**config.mk**
```make
export PLATFORM = sky130hd
export DESIGN_NAME = uart_rx
export DESIGN_NICKNAME = d
export VERILOG_FILES = /design/src/uart_rx.sv
export SDC_FILE = /design/constraint.sdc
export NUM_CORES = 1
export LEC_CHECK = 0
export CORE_MARGIN = 3
export CORE_UTILIZATION = 35
export DETAILED_ROUTE_END_ITERATION = 8
export DONT_BUFFER_PORTS = 1
export SLEW_MARGIN = 20
export SYNTH_ARGS = -nofsm -noshare
export SYNTH_HDL_FRONTEND = slang
export SYNTH_SLANG_ARGS = --single-unit
```
**constraint.sdc**
```tcl
create_clock -name sys_clk -period 3.23 [get_ports sys_clk]
set_clock_uncertainty 0.05 [all_clocks]
set_input_delay 0.646 -clock sys_clk [delete_from_list [all_inputs] [get_ports sys_clk]]
set_output_delay 0.646 -clock sys_clk [all_outputs]
set_load 0.02 [all_outputs]
```
**src/uart_rx.sv**
```systemverilog
`timescale 1ns/10ps

module uart_rx #(
  parameter int clks_per_bit = 234
) (
  input  logic       sys_clk,
  input  logic       rst_n,
  input  logic       rx,
  output logic [7:0] rx_byte,
  output logic       rx_valid
);

  localparam int cnt_w    = $clog2(2 * clks_per_bit);
  localparam int stop_cnt = clks_per_bit + clks_per_bit / 2 - 2;  // ends just before next start

  localparam logic [1:0] st_idle  = 2'd0;
  localparam logic [1:0] st_start = 2'd1;
  localparam logic [1:0] st_data  = 2'd2;
  localparam logic [1:0] st_stop  = 2'd3;

  logic [1:0]       rx_sync;
  logic             rx_s;
  logic [1:0]       state;
  logic [cnt_w-1:0] cnt;
  logic [2:0]       bit_idx;
  logic [7:0]       shreg;
  logic             bit_tick;

  assign rx_s     = rx_sync[1];
  assign rx_byte  = shreg;
  assign bit_tick = (state == st_data) && (cnt == cnt_w'(clks_per_bit - 1));

  always_ff @(posedge sys_clk or negedge rst_n) begin
    if (!rst_n) begin
      rx_sync <= 2'b11;  // idle line is high
    end else begin
      rx_sync <= {rx_sync[0], rx};
    end
  end

  always_ff @(posedge sys_clk or negedge rst_n) begin
    if (!rst_n) begin
      state    <= st_idle;
      cnt      <= '0;
      bit_idx  <= 3'd0;
      rx_valid <= 1'b0;
    end else begin
      rx_valid <= 1'b0;
      case (state)
        st_idle: begin
          cnt <= '0;
          if (!rx_s) state <= st_start;
        end
        st_start: begin
          if (cnt == cnt_w'(clks_per_bit / 2 - 1)) begin
            cnt     <= '0;
            bit_idx <= 3'd0;
            state   <= rx_s ? st_idle : st_data;  // glitch goes back to idle
          end else begin
            cnt <= cnt + 1'b1;
          end
        end
        st_data: begin
          if (bit_tick) begin
            cnt     <= '0;
            bit_idx <= bit_idx + 1'b1;
            if (bit_idx == 3'd7) state <= st_stop;
          end else begin
            cnt <= cnt + 1'b1;
          end
        end
        default: begin
          if (cnt == cnt_w'(stop_cnt)) begin
            state    <= st_idle;
            rx_valid <= 1'b1;
          end else begin
            cnt <= cnt + 1'b1;
          end
        end
      endcase
    end
  end

  always_ff @(posedge sys_clk) begin
    if (bit_tick) shreg <= {rx_s, shreg[7:1]};  // lsb first
  end

endmodule

```
==> results of run 1 <==
-- routing by layer --
| layer | vias to the layer above | wire length [um] | global-route usage |
|---|---|---|---|
| met2 | 5 | 892 | 0.159 |
| met4 | 0 | 16 | 0.0485 |
| met1 | 372 | 1040 | 0.161 |
| met5 | - | 0 | 0 |
| li1 | 357 | - | - |
| met3 | 2 | 44 | 0.0228 |
-- area by class of cell --
| type | count | area share |
|---|---|---|
| timing repair buffer | 1 | 0.00795 |
| clock buffer | 3 | 0.0179 |
| multi-input combinational | 66 | 0.385 |
| tap | 44 | 0.0437 |
| inverter | 3 | 0.00895 |
| clock inverter | 1 | 0.00596 |
| sequential | 25 | 0.531 |
-- sequential cells by signal, summed over array words and instances, names as in the netlist --
register / count
state: 2
rx_byte: 8
rx_valid: 1
bit_idx: 3
rx_sync: 2
cnt: 9
-- cell families after synthesis --
logic type / Yosys count / share of synthesized area
XOR/XNOR: 3 / 0.0224
flip-flops: 25 / 0.569
adder cells (fa/ha/maj): 5 / 0.0533
AO/OA/AOI/OAI: 15 / 0.0874
multiplexers: 2 / 0.0181
buffers and inverters: 5 / 0.0181
AND/OR/NAND/NOR: 41 / 0.231
-- power by group --
group           total (W)  internal, W  switching (W)
clock network    0.000142    0.0000473      0.0000949
logic          0.00000441  0.000000821     0.00000359
registers        0.000328     0.000328    0.000000644
-- stage by stage --
stage	std cells	worst slack [ns]	total power, W
CTS	143	1.34	0.000484
detailed placement	138	1.35	0.000335
floorplan	96	1.51	0.000334
finish	143	1.33	0.000475
global route	143	1.20	0.000503
global placement	138	1.41	0.000335
-- synth_stat cells, types with 2 or more instances --
cell / n / area share
sky130_fd_sc_hd__nor3_1: 5 / 0.021
sky130_fd_sc_hd__nand2_1: 8 / 0.026
sky130_fd_sc_hd__nand4_1: 2 / 0.011
sky130_fd_sc_hd__ha_1: 5 / 0.053
sky130_fd_sc_hd__xnor2_1: 3 / 0.022
sky130_fd_sc_hd__nor2_1: 8 / 0.026
sky130_fd_sc_hd__a22o_1: 2 / 0.015
sky130_fd_sc_hd__a31oi_1: 4 / 0.021
sky130_fd_sc_hd__o21ai_1: 2 / 0.0085
sky130_fd_sc_hd__edfxtp_1: 8 / 0.20
sky130_fd_sc_hd__and4_1: 2 / 0.015
sky130_fd_sc_hd__a21oi_1: 2 / 0.0085
sky130_fd_sc_hd__dfrtp_1: 15 / 0.32
sky130_fd_sc_hd__inv_1: 3 / 0.0096
sky130_fd_sc_hd__dfstp_2: 2 / 0.045
-- worst max-delay path by stage --
stage,slack (ns),to,from
after floorplan,1.51,rx_byte[0]$_DFFE_PP_,cnt[2]$_DFFE_PN0P_
after global placement,1.41,rx_byte[0]$_DFFE_PP_,cnt[2]$_DFFE_PN0P_
after detailed placement,1.35,rx_byte[7]$_DFFE_PP_,cnt[2]$_DFFE_PN0P_
after CTS,1.34,rx_byte[4]$_DFFE_PP_,cnt[2]$_DFFE_PN0P_
after global routing,1.20,rx_byte[0]$_DFFE_PP_,cnt[2]$_DFFE_PN0P_
final,1.33,rx_byte[4]$_DFFE_PP_,cnt[2]$_DFFE_PN0P_
-- timing repair --
action | in CTS | in global routing
hold buffers | 1 | 0
endpoints found under the setup margin | 0 | 0
endpoints found under the hold margin | 15 | 0
buffers inserted | 0 | 0
==> key figures, run 1 <==
Place
  • Port Buffers: 0
  • Detail Placement HPWL: between 1 and 1.5 mm
  • Final GP Congestion: roughly 0.80
  • Placed cell area: ~1200 um^2

Power
  • Power density over the cells: ~380 nW/um^2
  • Leakage: around 0.5 nW
  • Largest vdd supply drop: between 0.00015 and 0.0002 V

Clocking
  • CTS tree: done
  • Max Buffers Root-to-Sink: 2
  • CTS Buf Count: 3
  • Htree depth: 1
  • Clock-pin transition on the worst setup and hold timing paths: 0.14 ns
  • Cell at the root of the clock tree: sky130_fd_sc_hd__clkbuf_4
  • Resize count post-CTS: 0
  • Insertion delay to the later sink of the worst-skew pair: roughly 0.32 ns
  • Clock sink count: 25

Setup path
  • Worst reg2reg endpoint: rx_byte[4]$_DFFE_PP_
  • Required time of the critical path: roughly 3.2 ns
  • Reg2reg setup slack: 1.33 ns
  • Critical path launch point type: flip-flop
  • Data arrival at the endpoint of the critical path: between 1.5 and 2 ns
  • Crit-path max FO: 11
  • Cells along the critical path: nor4b_2 > and4_1 > and2_1
  • Crit. path cell count: 3
  • Slowest stage cell on the critical path: sky130_fd_sc_hd__dfrtp_1
  • Endpoint kind of the worst setup timing path: flip-flop
  • Critical path class: flip-flop to flip-flop
  • Count of buffering cells on the critical path with inverters included: 0
  • CP max stage delay: 0.52 ns
  • Reg2reg start: cnt[2]$_DFFE_PN0P_
  • Cell family with the largest share of critical-path delay: simple AND/OR/NAND/NOR gates
  • Depth of the worst register-to-register path: 3

Timing
  • Setup violations, final: 0
  • Final count of hold timing violations: 0
  • Worst hold-check slack: ~0.098 ns
  • Clock period minus final worst setup slack: 1.90 ns
  • Tightest Pin Transition: 0.692 ns
  • Total negative slack: 0 ns
  • Unrepaired setup endpoints after global routing: false
  • Headroom to the max-slew limit: 0.537
  • Final slew viol count: 0
  • Final clock period utilization by the worst path: 0.588
  • Achievable Freq: approximately 530 MHz

Hold path
  • Worst min path class: primary input to async pin

Layout
  • Diode count: 0
  • Filler cells: 312
  • Most frequent cells in the layout: 15 x sky130_fd_sc_hd__dfrtp_1, 8 x sky130_fd_sc_hd__nand2_1, 8 x sky130_fd_sc_hd__nor2_1, 8 x sky130_fd_sc_hd__edfxtp_1
  • Design Area, Final: around 1300 um^2
  • FF+latch area: 668 um^2
  • Final Net Count: 108
  • Most common cell after layout, fill and taps aside: sky130_fd_sc_hd__dfrtp_1
  • Final core utilization: 0.402
  • Layout Area Growth over Synthesis: 7.25%
  • Footprint of the multi-input gates: between 400 and 500 um^2
  • Fraction of layout instances using a drive strength above 1: 0.162

Global routing
  • Vias in the first global route: 691
  • Overflow left after global routing: 0
  • Global-route wire length before repair: between 3 and 4 mm
  • Antenna violations before repair: 0
  • Pin count of the biggest net entering global routing: 16
  • All-Layer GR Usage: 0.111

Synthesis
  • Post-synthesis average cell area: 12.2 um^2
  • Warnings from Yosys: 0
  • Gate count after technology mapping: between 90 and 100
  • Synth Register Bits: 25
  • Post-synthesis async set-or-reset flop share: 0.680
  • Post-Synthesis Cell Area: roughly 1200 um^2
  • Number of library cell types mapped by synthesis: 40
  • Flip-flop cell with the highest count after synthesis: sky130_fd_sc_hd__dfrtp_1
  • Sequential fraction of the synthesis area: 0.569
  • Number of flops mapped to enable cells by yosys: 8
  • Post-synth net total: approximately 100

Floorplan
  • Die Wd: between 60 and 70 um
  • Standard-cell row count: 20
  • Core region area: 3130 um^2
  • Die area: between 4000 and 5000 um^2
  • Number of primary I/O pins: 12
  • Initial core utilization: 0.375
  • Floorplan die height: ~64 um

Routing
  • DRT Wirelength: slightly below 2 mm
  • Wire per inst: 13.9 um
  • Pre-antenna DRT Iters: 4
  • Number of DRC markers after the initial detailed-route iteration: 36
  • Detail-routed via count per cell: 5.15
  • Final routed DRC violation total: 0
  • Number of nets with antenna violations after detailed routing: 0
  • Via count: about 740

Run status
  • Outcome: finished, final reports clean

Job
  • Max-capacitance violation count: 0
Note: power is estimated with default switching activity, not from simulation.
==> inputs of run 2 (changes only) <==
==> constraint.sdc (replaced) <==
create_clock -name sys_clk -period 1.85 [get_ports sys_clk]
set_clock_uncertainty 0.05 [all_clocks]
set_input_delay 0.37 -clock sys_clk [delete_from_list [all_inputs] [get_ports sys_clk]]
set_output_delay 0.37 -clock sys_clk [all_outputs]
set_load 0.02 [all_outputs]
==> key figures, run 2 (same netlist as run 1, synthesis figures left out) <==
Hold path
  • Number of cells on the worst hold path: 0
  • Endpoint, Worst Hold: rx_sync[1]$_DFF_PN1_
  • Worst min path class: flip-flop to flip-flop
  • HP Start: rx_sync[0]$_DFF_PN1_

Setup path
  • Slowest stage cell on the critical path: sky130_fd_sc_hd__dfrtp_2
  • Crit-path max FO: 11
  • Worst reg2reg endpoint: rx_byte[3]$_DFFE_PP_
  • Critical path launch point type: flip-flop
  • Cell family with the largest share of critical-path delay: simple AND/OR/NAND/NOR gates
  • Count of buffering cells on the critical path with inverters included: 1
  • Data arrival at the endpoint of the critical path: between 1.5 and 2 ns
  • Cells along the critical path: nor4b_4 > and4_1 > and2_1 > buf_12
  • Required time of the critical path: approximately 1.9 ns
  • Depth of the worst register-to-register path: 4
  • Critical path class: flip-flop to flip-flop
  • Reg2reg setup slack: around 0.12 ns
  • CP max stage delay: slightly above 0.5 ns
  • Endpoint kind of the worst setup timing path: flip-flop
  • Reg2reg start: cnt[2]$_DFFE_PN0P_

Global routing
  • Global-route wire length before repair: approximately 3.6 mm
  • Vias in the first global route: roughly 760
  • Pin count of the biggest net entering global routing: 18
  • All-Layer GR Usage: 0.109
  • Antenna violations before repair: 0
  • Overflow left after global routing: 0

Layout
  • Final Net Count: ~120
  • Final core utilization: 0.428
  • Layout Area Growth over Synthesis: 14.1%
  • Fraction of layout instances using a drive strength above 1: 0.226
  • FF+latch area: around 670 um^2
  • Diode count: 0
  • Top reg by flops: cnt
  • Flip-flop count of the largest register, all copies and words added: 9
  • Footprint of the multi-input gates: just under 500 um^2
  • Most common cell after layout, fill and taps aside: sky130_fd_sc_hd__dfrtp_1
  • Design Area, Final: ~1300 um^2
  • Most frequent cells in the layout: 14 x sky130_fd_sc_hd__dfrtp_1, 8 x sky130_fd_sc_hd__nand2_1, 8 x sky130_fd_sc_hd__nor2_1, 8 x sky130_fd_sc_hd__edfxtp_1
  • Filler cells: 297

Clocking
  • Cell at the root of the clock tree: sky130_fd_sc_hd__clkbuf_4
  • Htree depth: 1
  • CTS Buf Count: 3
  • CTS tree: done
  • Max Buffers Root-to-Sink: 2
  • Clock-pin transition on the worst setup and hold timing paths: around 0.14 ns
  • Clock sink count: 25
  • Insertion delay to the later sink of the worst-skew pair: between 0.3 and 0.4 ns

Floorplan
  • Initial core utilization: 0.375
  • Core region area: between 3000 and 4000 um^2
  • Die area: 4080 um^2
  • Standard-cell row count: 20
  • Die Wd: about 64 um
  • Number of primary I/O pins: 12
  • Floorplan die height: between 60 and 70 um

Timing
  • Final slew viol count: 0
  • Tightest Pin Transition: slightly below 0.8 ns
  • Worst hold-check slack: 0.317 ns
  • Headroom to the max-slew limit: 0.476
  • Final clock period utilization by the worst path: 0.935
  • Clock period minus final worst setup slack: 1.73 ns
  • Setup violations, final: 0
  • Achievable Freq: approximately 580 MHz
  • Unrepaired setup endpoints after global routing: false
  • Final count of hold timing violations: 0
  • Total negative slack: 0 ns

Routing
  • Via count: 772
  • DRT Wirelength: 2.02 mm
  • Number of nets with antenna violations after detailed routing: 0
  • Wire per inst: approximately 13 um
  • Detail-routed via count per cell: ~5.1
  • Number of DRC markers after the initial detailed-route iteration: 33
  • Pre-antenna DRT Iters: 4
  • Final routed DRC violation total: 0

Place
  • Detail Placement HPWL: between 1 and 1.5 mm
  • Port Buffers: 0
  • Placed cell area: around 1300 um^2
  • Final GP Congestion: 0.824

Run status
  • Outcome: finished, final reports clean

Power
  • Leakage: ~0.54 nW
  • Largest vdd supply drop: around 0.00025 V
  • Power density over the cells: 623 nW/um^2

Job
  • Max-capacitance violation count: 0
[run 2: metrics by stage]
| stage | instances | worst slack (ns) | power [W] |
|---|---|---|---|
| 6_report | 150 | 0.120 | 0.000834 |
| 5_1_grt | 150 | 0.0297 | 0.000877 |
| 4_1_cts | 149 | 0.0646 | 0.000844 |
| 3_5_place_dp | 143 | 0.0741 | 0.000585 |
| 3_3_place_gp | 143 | 0.0959 | 0.000584 |
| 2_1_floorplan | 96 | 0.131 | 0.000584 |
[run 2: what timing repair did]
| item | CTS | global route |
|---|---|---|
| endpoints found under the setup margin | 0 | 9 |
| gates resized for setup | 0 | 3 |
| setup buffers | 0 | 1 |
| endpoints found under the hold margin | 18 | 0 |
| hold buffers | 2 | 0 |
[run 2: per-layer routing]
layer | GRT usage | wire length [um] | vias up | share of wire
met5 | 0 | 0 | - | 0
met4 | 0.0323 | 13 | 0 | 0.0064
met3 | 0.0228 | 47 | 2 | 0.023
met2 | 0.168 | 972 | 9 | 0.48
met1 | 0.154 | 983 | 389 | 0.49
li1 | - | - | 372 | -
[run 2: worst max path at each step]
stage / start / end / slack [ns] / cells after the start
floorplan: cnt[2]$_DFFE_PN0P_ / rx_byte[0]$_DFFE_PP_ / 0.13 / 4
global placement: cnt[2]$_DFFE_PN0P_ / rx_byte[7]$_DFFE_PP_ / 0.1 / 4
detailed placement: cnt[2]$_DFFE_PN0P_ / rx_byte[7]$_DFFE_PP_ / 0.07 / 4
CTS: cnt[2]$_DFFE_PN0P_ / rx_byte[6]$_DFFE_PP_ / 0.06 / 4
global route: cnt[0]$_DFFE_PN0P_ / cnt[5]$_DFFE_PN0P_ / 0.03 / 6
finish: cnt[2]$_DFFE_PN0P_ / rx_byte[3]$_DFFE_PP_ / 0.12 / 4
[run 2: report_power, final]
group / internal, W / total (W) / switching (W)
sequential: 0.000572 / 0.000573 / 0.00000132
clock: 0.0000823 / 0.000250 / 0.000168
combinational: 0.00000282 / 0.0000102 / 0.00000735
total: 0.000657 / 0.000834 / 0.000176
[run 2: cell type report]
cell class	instances	area share
Clock buffer	3	0.0168
Clock inverter	1	0.00561
Inverter	3	0.00841
Timing Repair Buffer	8	0.0579
Multi-Input combinational cell	66	0.370
Tap cell	44	0.0411
Sequential cell	25	0.500
[run 2: worst reg2reg max path, cell delays in order, from the launching register on]
cell and delay (ns):
sky130_fd_sc_hd__dfrtp_2 0.51, sky130_fd_sc_hd__nor4b_4 0.32, sky130_fd_sc_hd__and4_1 0.27, sky130_fd_sc_hd__and2_1 0.18, sky130_fd_sc_hd__buf_12 0.14
==> inputs of run 3 (changes only) <==
--- a/config.mk
+++ b/config.mk
@@ -5,6 +5,7 @@
 export SDC_FILE = /design/constraint.sdc
 export NUM_CORES = 1
 export LEC_CHECK = 0
+export ABC_AREA = 1
 export CORE_MARGIN = 3
 export CORE_UTILIZATION = 35
 export DETAILED_ROUTE_END_ITERATION = 8
==> key figures, run 3 <==
Run status
  • Outcome: finished, final reports clean

Routing
  • Wire per inst: about 12 um
  • Number of DRC markers after the initial detailed-route iteration: 47
  • Pre-antenna DRT Iters: 4
  • Detail-routed via count per cell: 4.85
  • Via count: between 900 and 1000
  • Final routed DRC violation total: 0
  • Number of nets with antenna violations after detailed routing: 0
  • DRT Wirelength: 2.24 mm

Timing
  • Final count of hold timing violations: 0
  • Setup violations, final: 0
  • Clock period minus final worst setup slack: around 1.7 ns
  • Achievable Freq: 588 MHz
  • Headroom to the max-slew limit: 0.485
  • Final clock period utilization by the worst path: 0.920
  • Total negative slack: 0 ns
  • Unrepaired setup endpoints after global routing: false
  • Final slew viol count: 0
  • Tightest Pin Transition: between 0.7 and 0.8 ns

Floorplan
  • Die Wd: around 65 um
  • Standard-cell row count: 20
  • Number of primary I/O pins: 12
  • Die area: ~4200 um^2
  • Floorplan die height: roughly 65 um
  • Initial core utilization: 0.382
  • Core region area: 3200 um^2

Global routing
  • Overflow left after global routing: 0
  • Vias in the first global route: 843
  • Global-route wire length before repair: 3.69 mm
  • All-Layer GR Usage: 0.112
  • Antenna violations before repair: 0
  • Pin count of the biggest net entering global routing: 18

Setup path
  • Most used cell, CP: sky130_fd_sc_hd__inv_1
  • Cells along the critical path: inv_1 > ha_1 > nand2_1 > nor2_1 > nand3_1 > inv_1
  • Slowest stage cell on the critical path: sky130_fd_sc_hd__dfrtp_1
  • Required time of the critical path: 1.80 ns
  • Critical path launch point type: flip-flop
  • Worst reg2reg endpoint: rx_byte[0]$_DFFE_PP_
  • Crit-path max FO: 10
  • Reg2reg start: cnt[1]$_DFFE_PN0P_
  • Depth of the worst register-to-register path: 6
  • Count of buffering cells on the critical path with inverters included: 2
  • CP max stage delay: 0.42 ns
  • Endpoint kind of the worst setup timing path: flip-flop
  • Critical path class: flip-flop to flip-flop
  • Data arrival at the endpoint of the critical path: 1.65 ns
  • Reg2reg setup slack: between 0.1 and 0.15 ns
  • Cell family with the largest share of critical-path delay: flip-flops

Synthesis
  • Area share of the largest cell type after synthesis: 0.307
  • Post-synth net total: 150
  • Leading cell type by number of instances after synthesis: sky130_fd_sc_hd__nand2_1
  • Synth Register Bits: 25
  • Main area contributors after synthesis: sky130_fd_sc_hd__dfrtp_1 31%, sky130_fd_sc_hd__edfxtp_1 20%, sky130_fd_sc_hd__nand2_1 11%
  • Post-Synthesis Cell Area: 1220 um^2
  • Most numerous cell types in the synthesized netlist: 37 x sky130_fd_sc_hd__nand2_1, 22 x sky130_fd_sc_hd__inv_1, 20 x sky130_fd_sc_hd__nor2_1
  • Number of flops mapped to enable cells by yosys: 8
  • Sequential fraction of the synthesis area: 0.547
  • Number of library cell types mapped by synthesis: 21
  • Post-synthesis average cell area: around 8.6 um^2
  • Post-synthesis async set-or-reset flop share: 0.680
  • Flip-flop cell with the highest count after synthesis: sky130_fd_sc_hd__dfrtp_1
  • Gate count after technology mapping: around 140
  • Biggest area consumer among synthesized cells: sky130_fd_sc_hd__dfrtp_1
  • Warnings from Yosys: 0

Hold path
  • Number of cells on the worst hold path: 0
  • Worst min path class: flip-flop to flip-flop
  • Endpoint, Worst Hold: rx_sync[1]$_DFF_PN1_
  • HP Start: rx_sync[0]$_DFF_PN1_

Layout
  • Flip-flop count of the largest register, all copies and words added: 9
  • Fraction of layout instances using a drive strength above 1: 0.0743
  • Diode count: 0
  • Most frequent cells in the layout: 37 x sky130_fd_sc_hd__nand2_1, 22 x sky130_fd_sc_hd__inv_1, 20 x sky130_fd_sc_hd__nor2_1
  • Footprint of the multi-input gates: about 470 um^2
  • Filler cells: 340
  • Top reg by flops: cnt
  • FF+latch area: 668 um^2
  • Layout Area Growth over Synthesis: 8.60%
  • Number of non-filler instances in the completed layout: ~190
  • Most common cell after layout, fill and taps aside: sky130_fd_sc_hd__nand2_1
  • Final Net Count: ~160

Clocking
  • Max Buffers Root-to-Sink: 2
  • Setup fix buffers added after clock tree synthesis: 0
  • CTS tree: done
  • Clock sink count: 25
  • Cell at the root of the clock tree: sky130_fd_sc_hd__clkbuf_4
  • Htree depth: 1
  • Insertion delay to the later sink of the worst-skew pair: roughly 0.32 ns
  • CTS Buf Count: 3
  • Clock-pin transition on the worst setup and hold timing paths: ~0.14 ns

Place
  • Cells after DPL: ~190
  • Detail Placement HPWL: ~1.7 mm
  • Port Buffers: 0
  • Final GP Congestion: about 0.89

Power
  • Largest vdd supply drop: between 0.00015 and 0.0002 V
  • Power density over the cells: roughly 630 nW/um^2
  • Leakage: 0.617 nW

Job
  • Max-capacitance violation count: 0
[run 3: final cells by class]
class | count | area share
Clock buffer | 3 | 0.0170
Clock inverter | 1 | 0.00566
Inverter | 23 | 0.0650
Multi-Input combinational cell | 94 | 0.352
Sequential cell | 25 | 0.503
Tap cell | 44 | 0.0415
Timing Repair Buffer | 2 | 0.0151
[run 3: kinds of logic after synthesis]
family	Yosys count	share of synthesized area
AND/OR/NAND/NOR	76	0.264
AO/OA/AOI/OAI	11	0.0522
buffers and inverters	23	0.0706
flip-flops	25	0.547
adder cells (fa/ha/maj)	5	0.0512
XOR/XNOR	1	0.00717
multiplexers	1	0.00819
[run 3: worst max-delay path by stage]
stage | startpoint | end | slack [ns] | cells after the start
2_1_floorplan | cnt[1]$_DFFE_PN0P_ | rx_byte[0]$_DFFE_PP_ | 0.33 | 6
3_3_place_gp | cnt[1]$_DFFE_PN0P_ | rx_byte[6]$_DFFE_PP_ | 0.20 | 6
3_5_place_dp | cnt[1]$_DFFE_PN0P_ | rx_byte[6]$_DFFE_PP_ | 0.16 | 6
4_1_cts | cnt[1]$_DFFE_PN0P_ | rx_byte[0]$_DFFE_PP_ | 0.14 | 6
5_1_grt | cnt[1]$_DFFE_PN0P_ | rx_byte[0]$_DFFE_PP_ | 0.03 | 6
6_report | cnt[1]$_DFFE_PN0P_ | rx_byte[0]$_DFFE_PP_ | 0.15 | 6
[run 3: power breakdown]
| group | internal [W] | switching (W) |
|---|---|---|
| combinational | 0.00000322 | 0.00000757 |
| clock | 0.0000826 | 0.000165 |
| sequential | 0.000572 | 0.00000128 |
| total | 0.000658 | 0.000174 |
[run 3: routing by layer]
| metal | vias up | track usage | share of wire |
|---|---|---|---|
| met5 | - | 0 | 0 |
| met4 | 0 | 0.0466 | 0.020 |
| met3 | 5 | 0.0256 | 0.041 |
| met2 | 29 | 0.194 | 0.49 |
| met1 | 436 | 0.133 | 0.45 |
| li1 | 462 | - | - |
[run 3: repair_timing]
action,in CTS,in global routing
setup endpoints to repair,0,0
hold buffers,2,0
gates resized for setup,0,0
hold endpoints to repair,18,0
[run 3: stage by stage]
step           hold WS, ns  total power [W]  worst slack (ns)  area (um^2)  utilization
6_report             0.317         0.000832             0.148         1330        0.414
5_1_grt              0.324         0.000876            0.0296         1330        0.414
4_1_cts              0.319         0.000851             0.141         1330        0.414
3_5_place_dp        0.0248         0.000585             0.164         1280        0.399
3_3_place_gp        0.0248         0.000585             0.200         1280        0.399
2_1_floorplan       0.0244         0.000585             0.330         1220            -
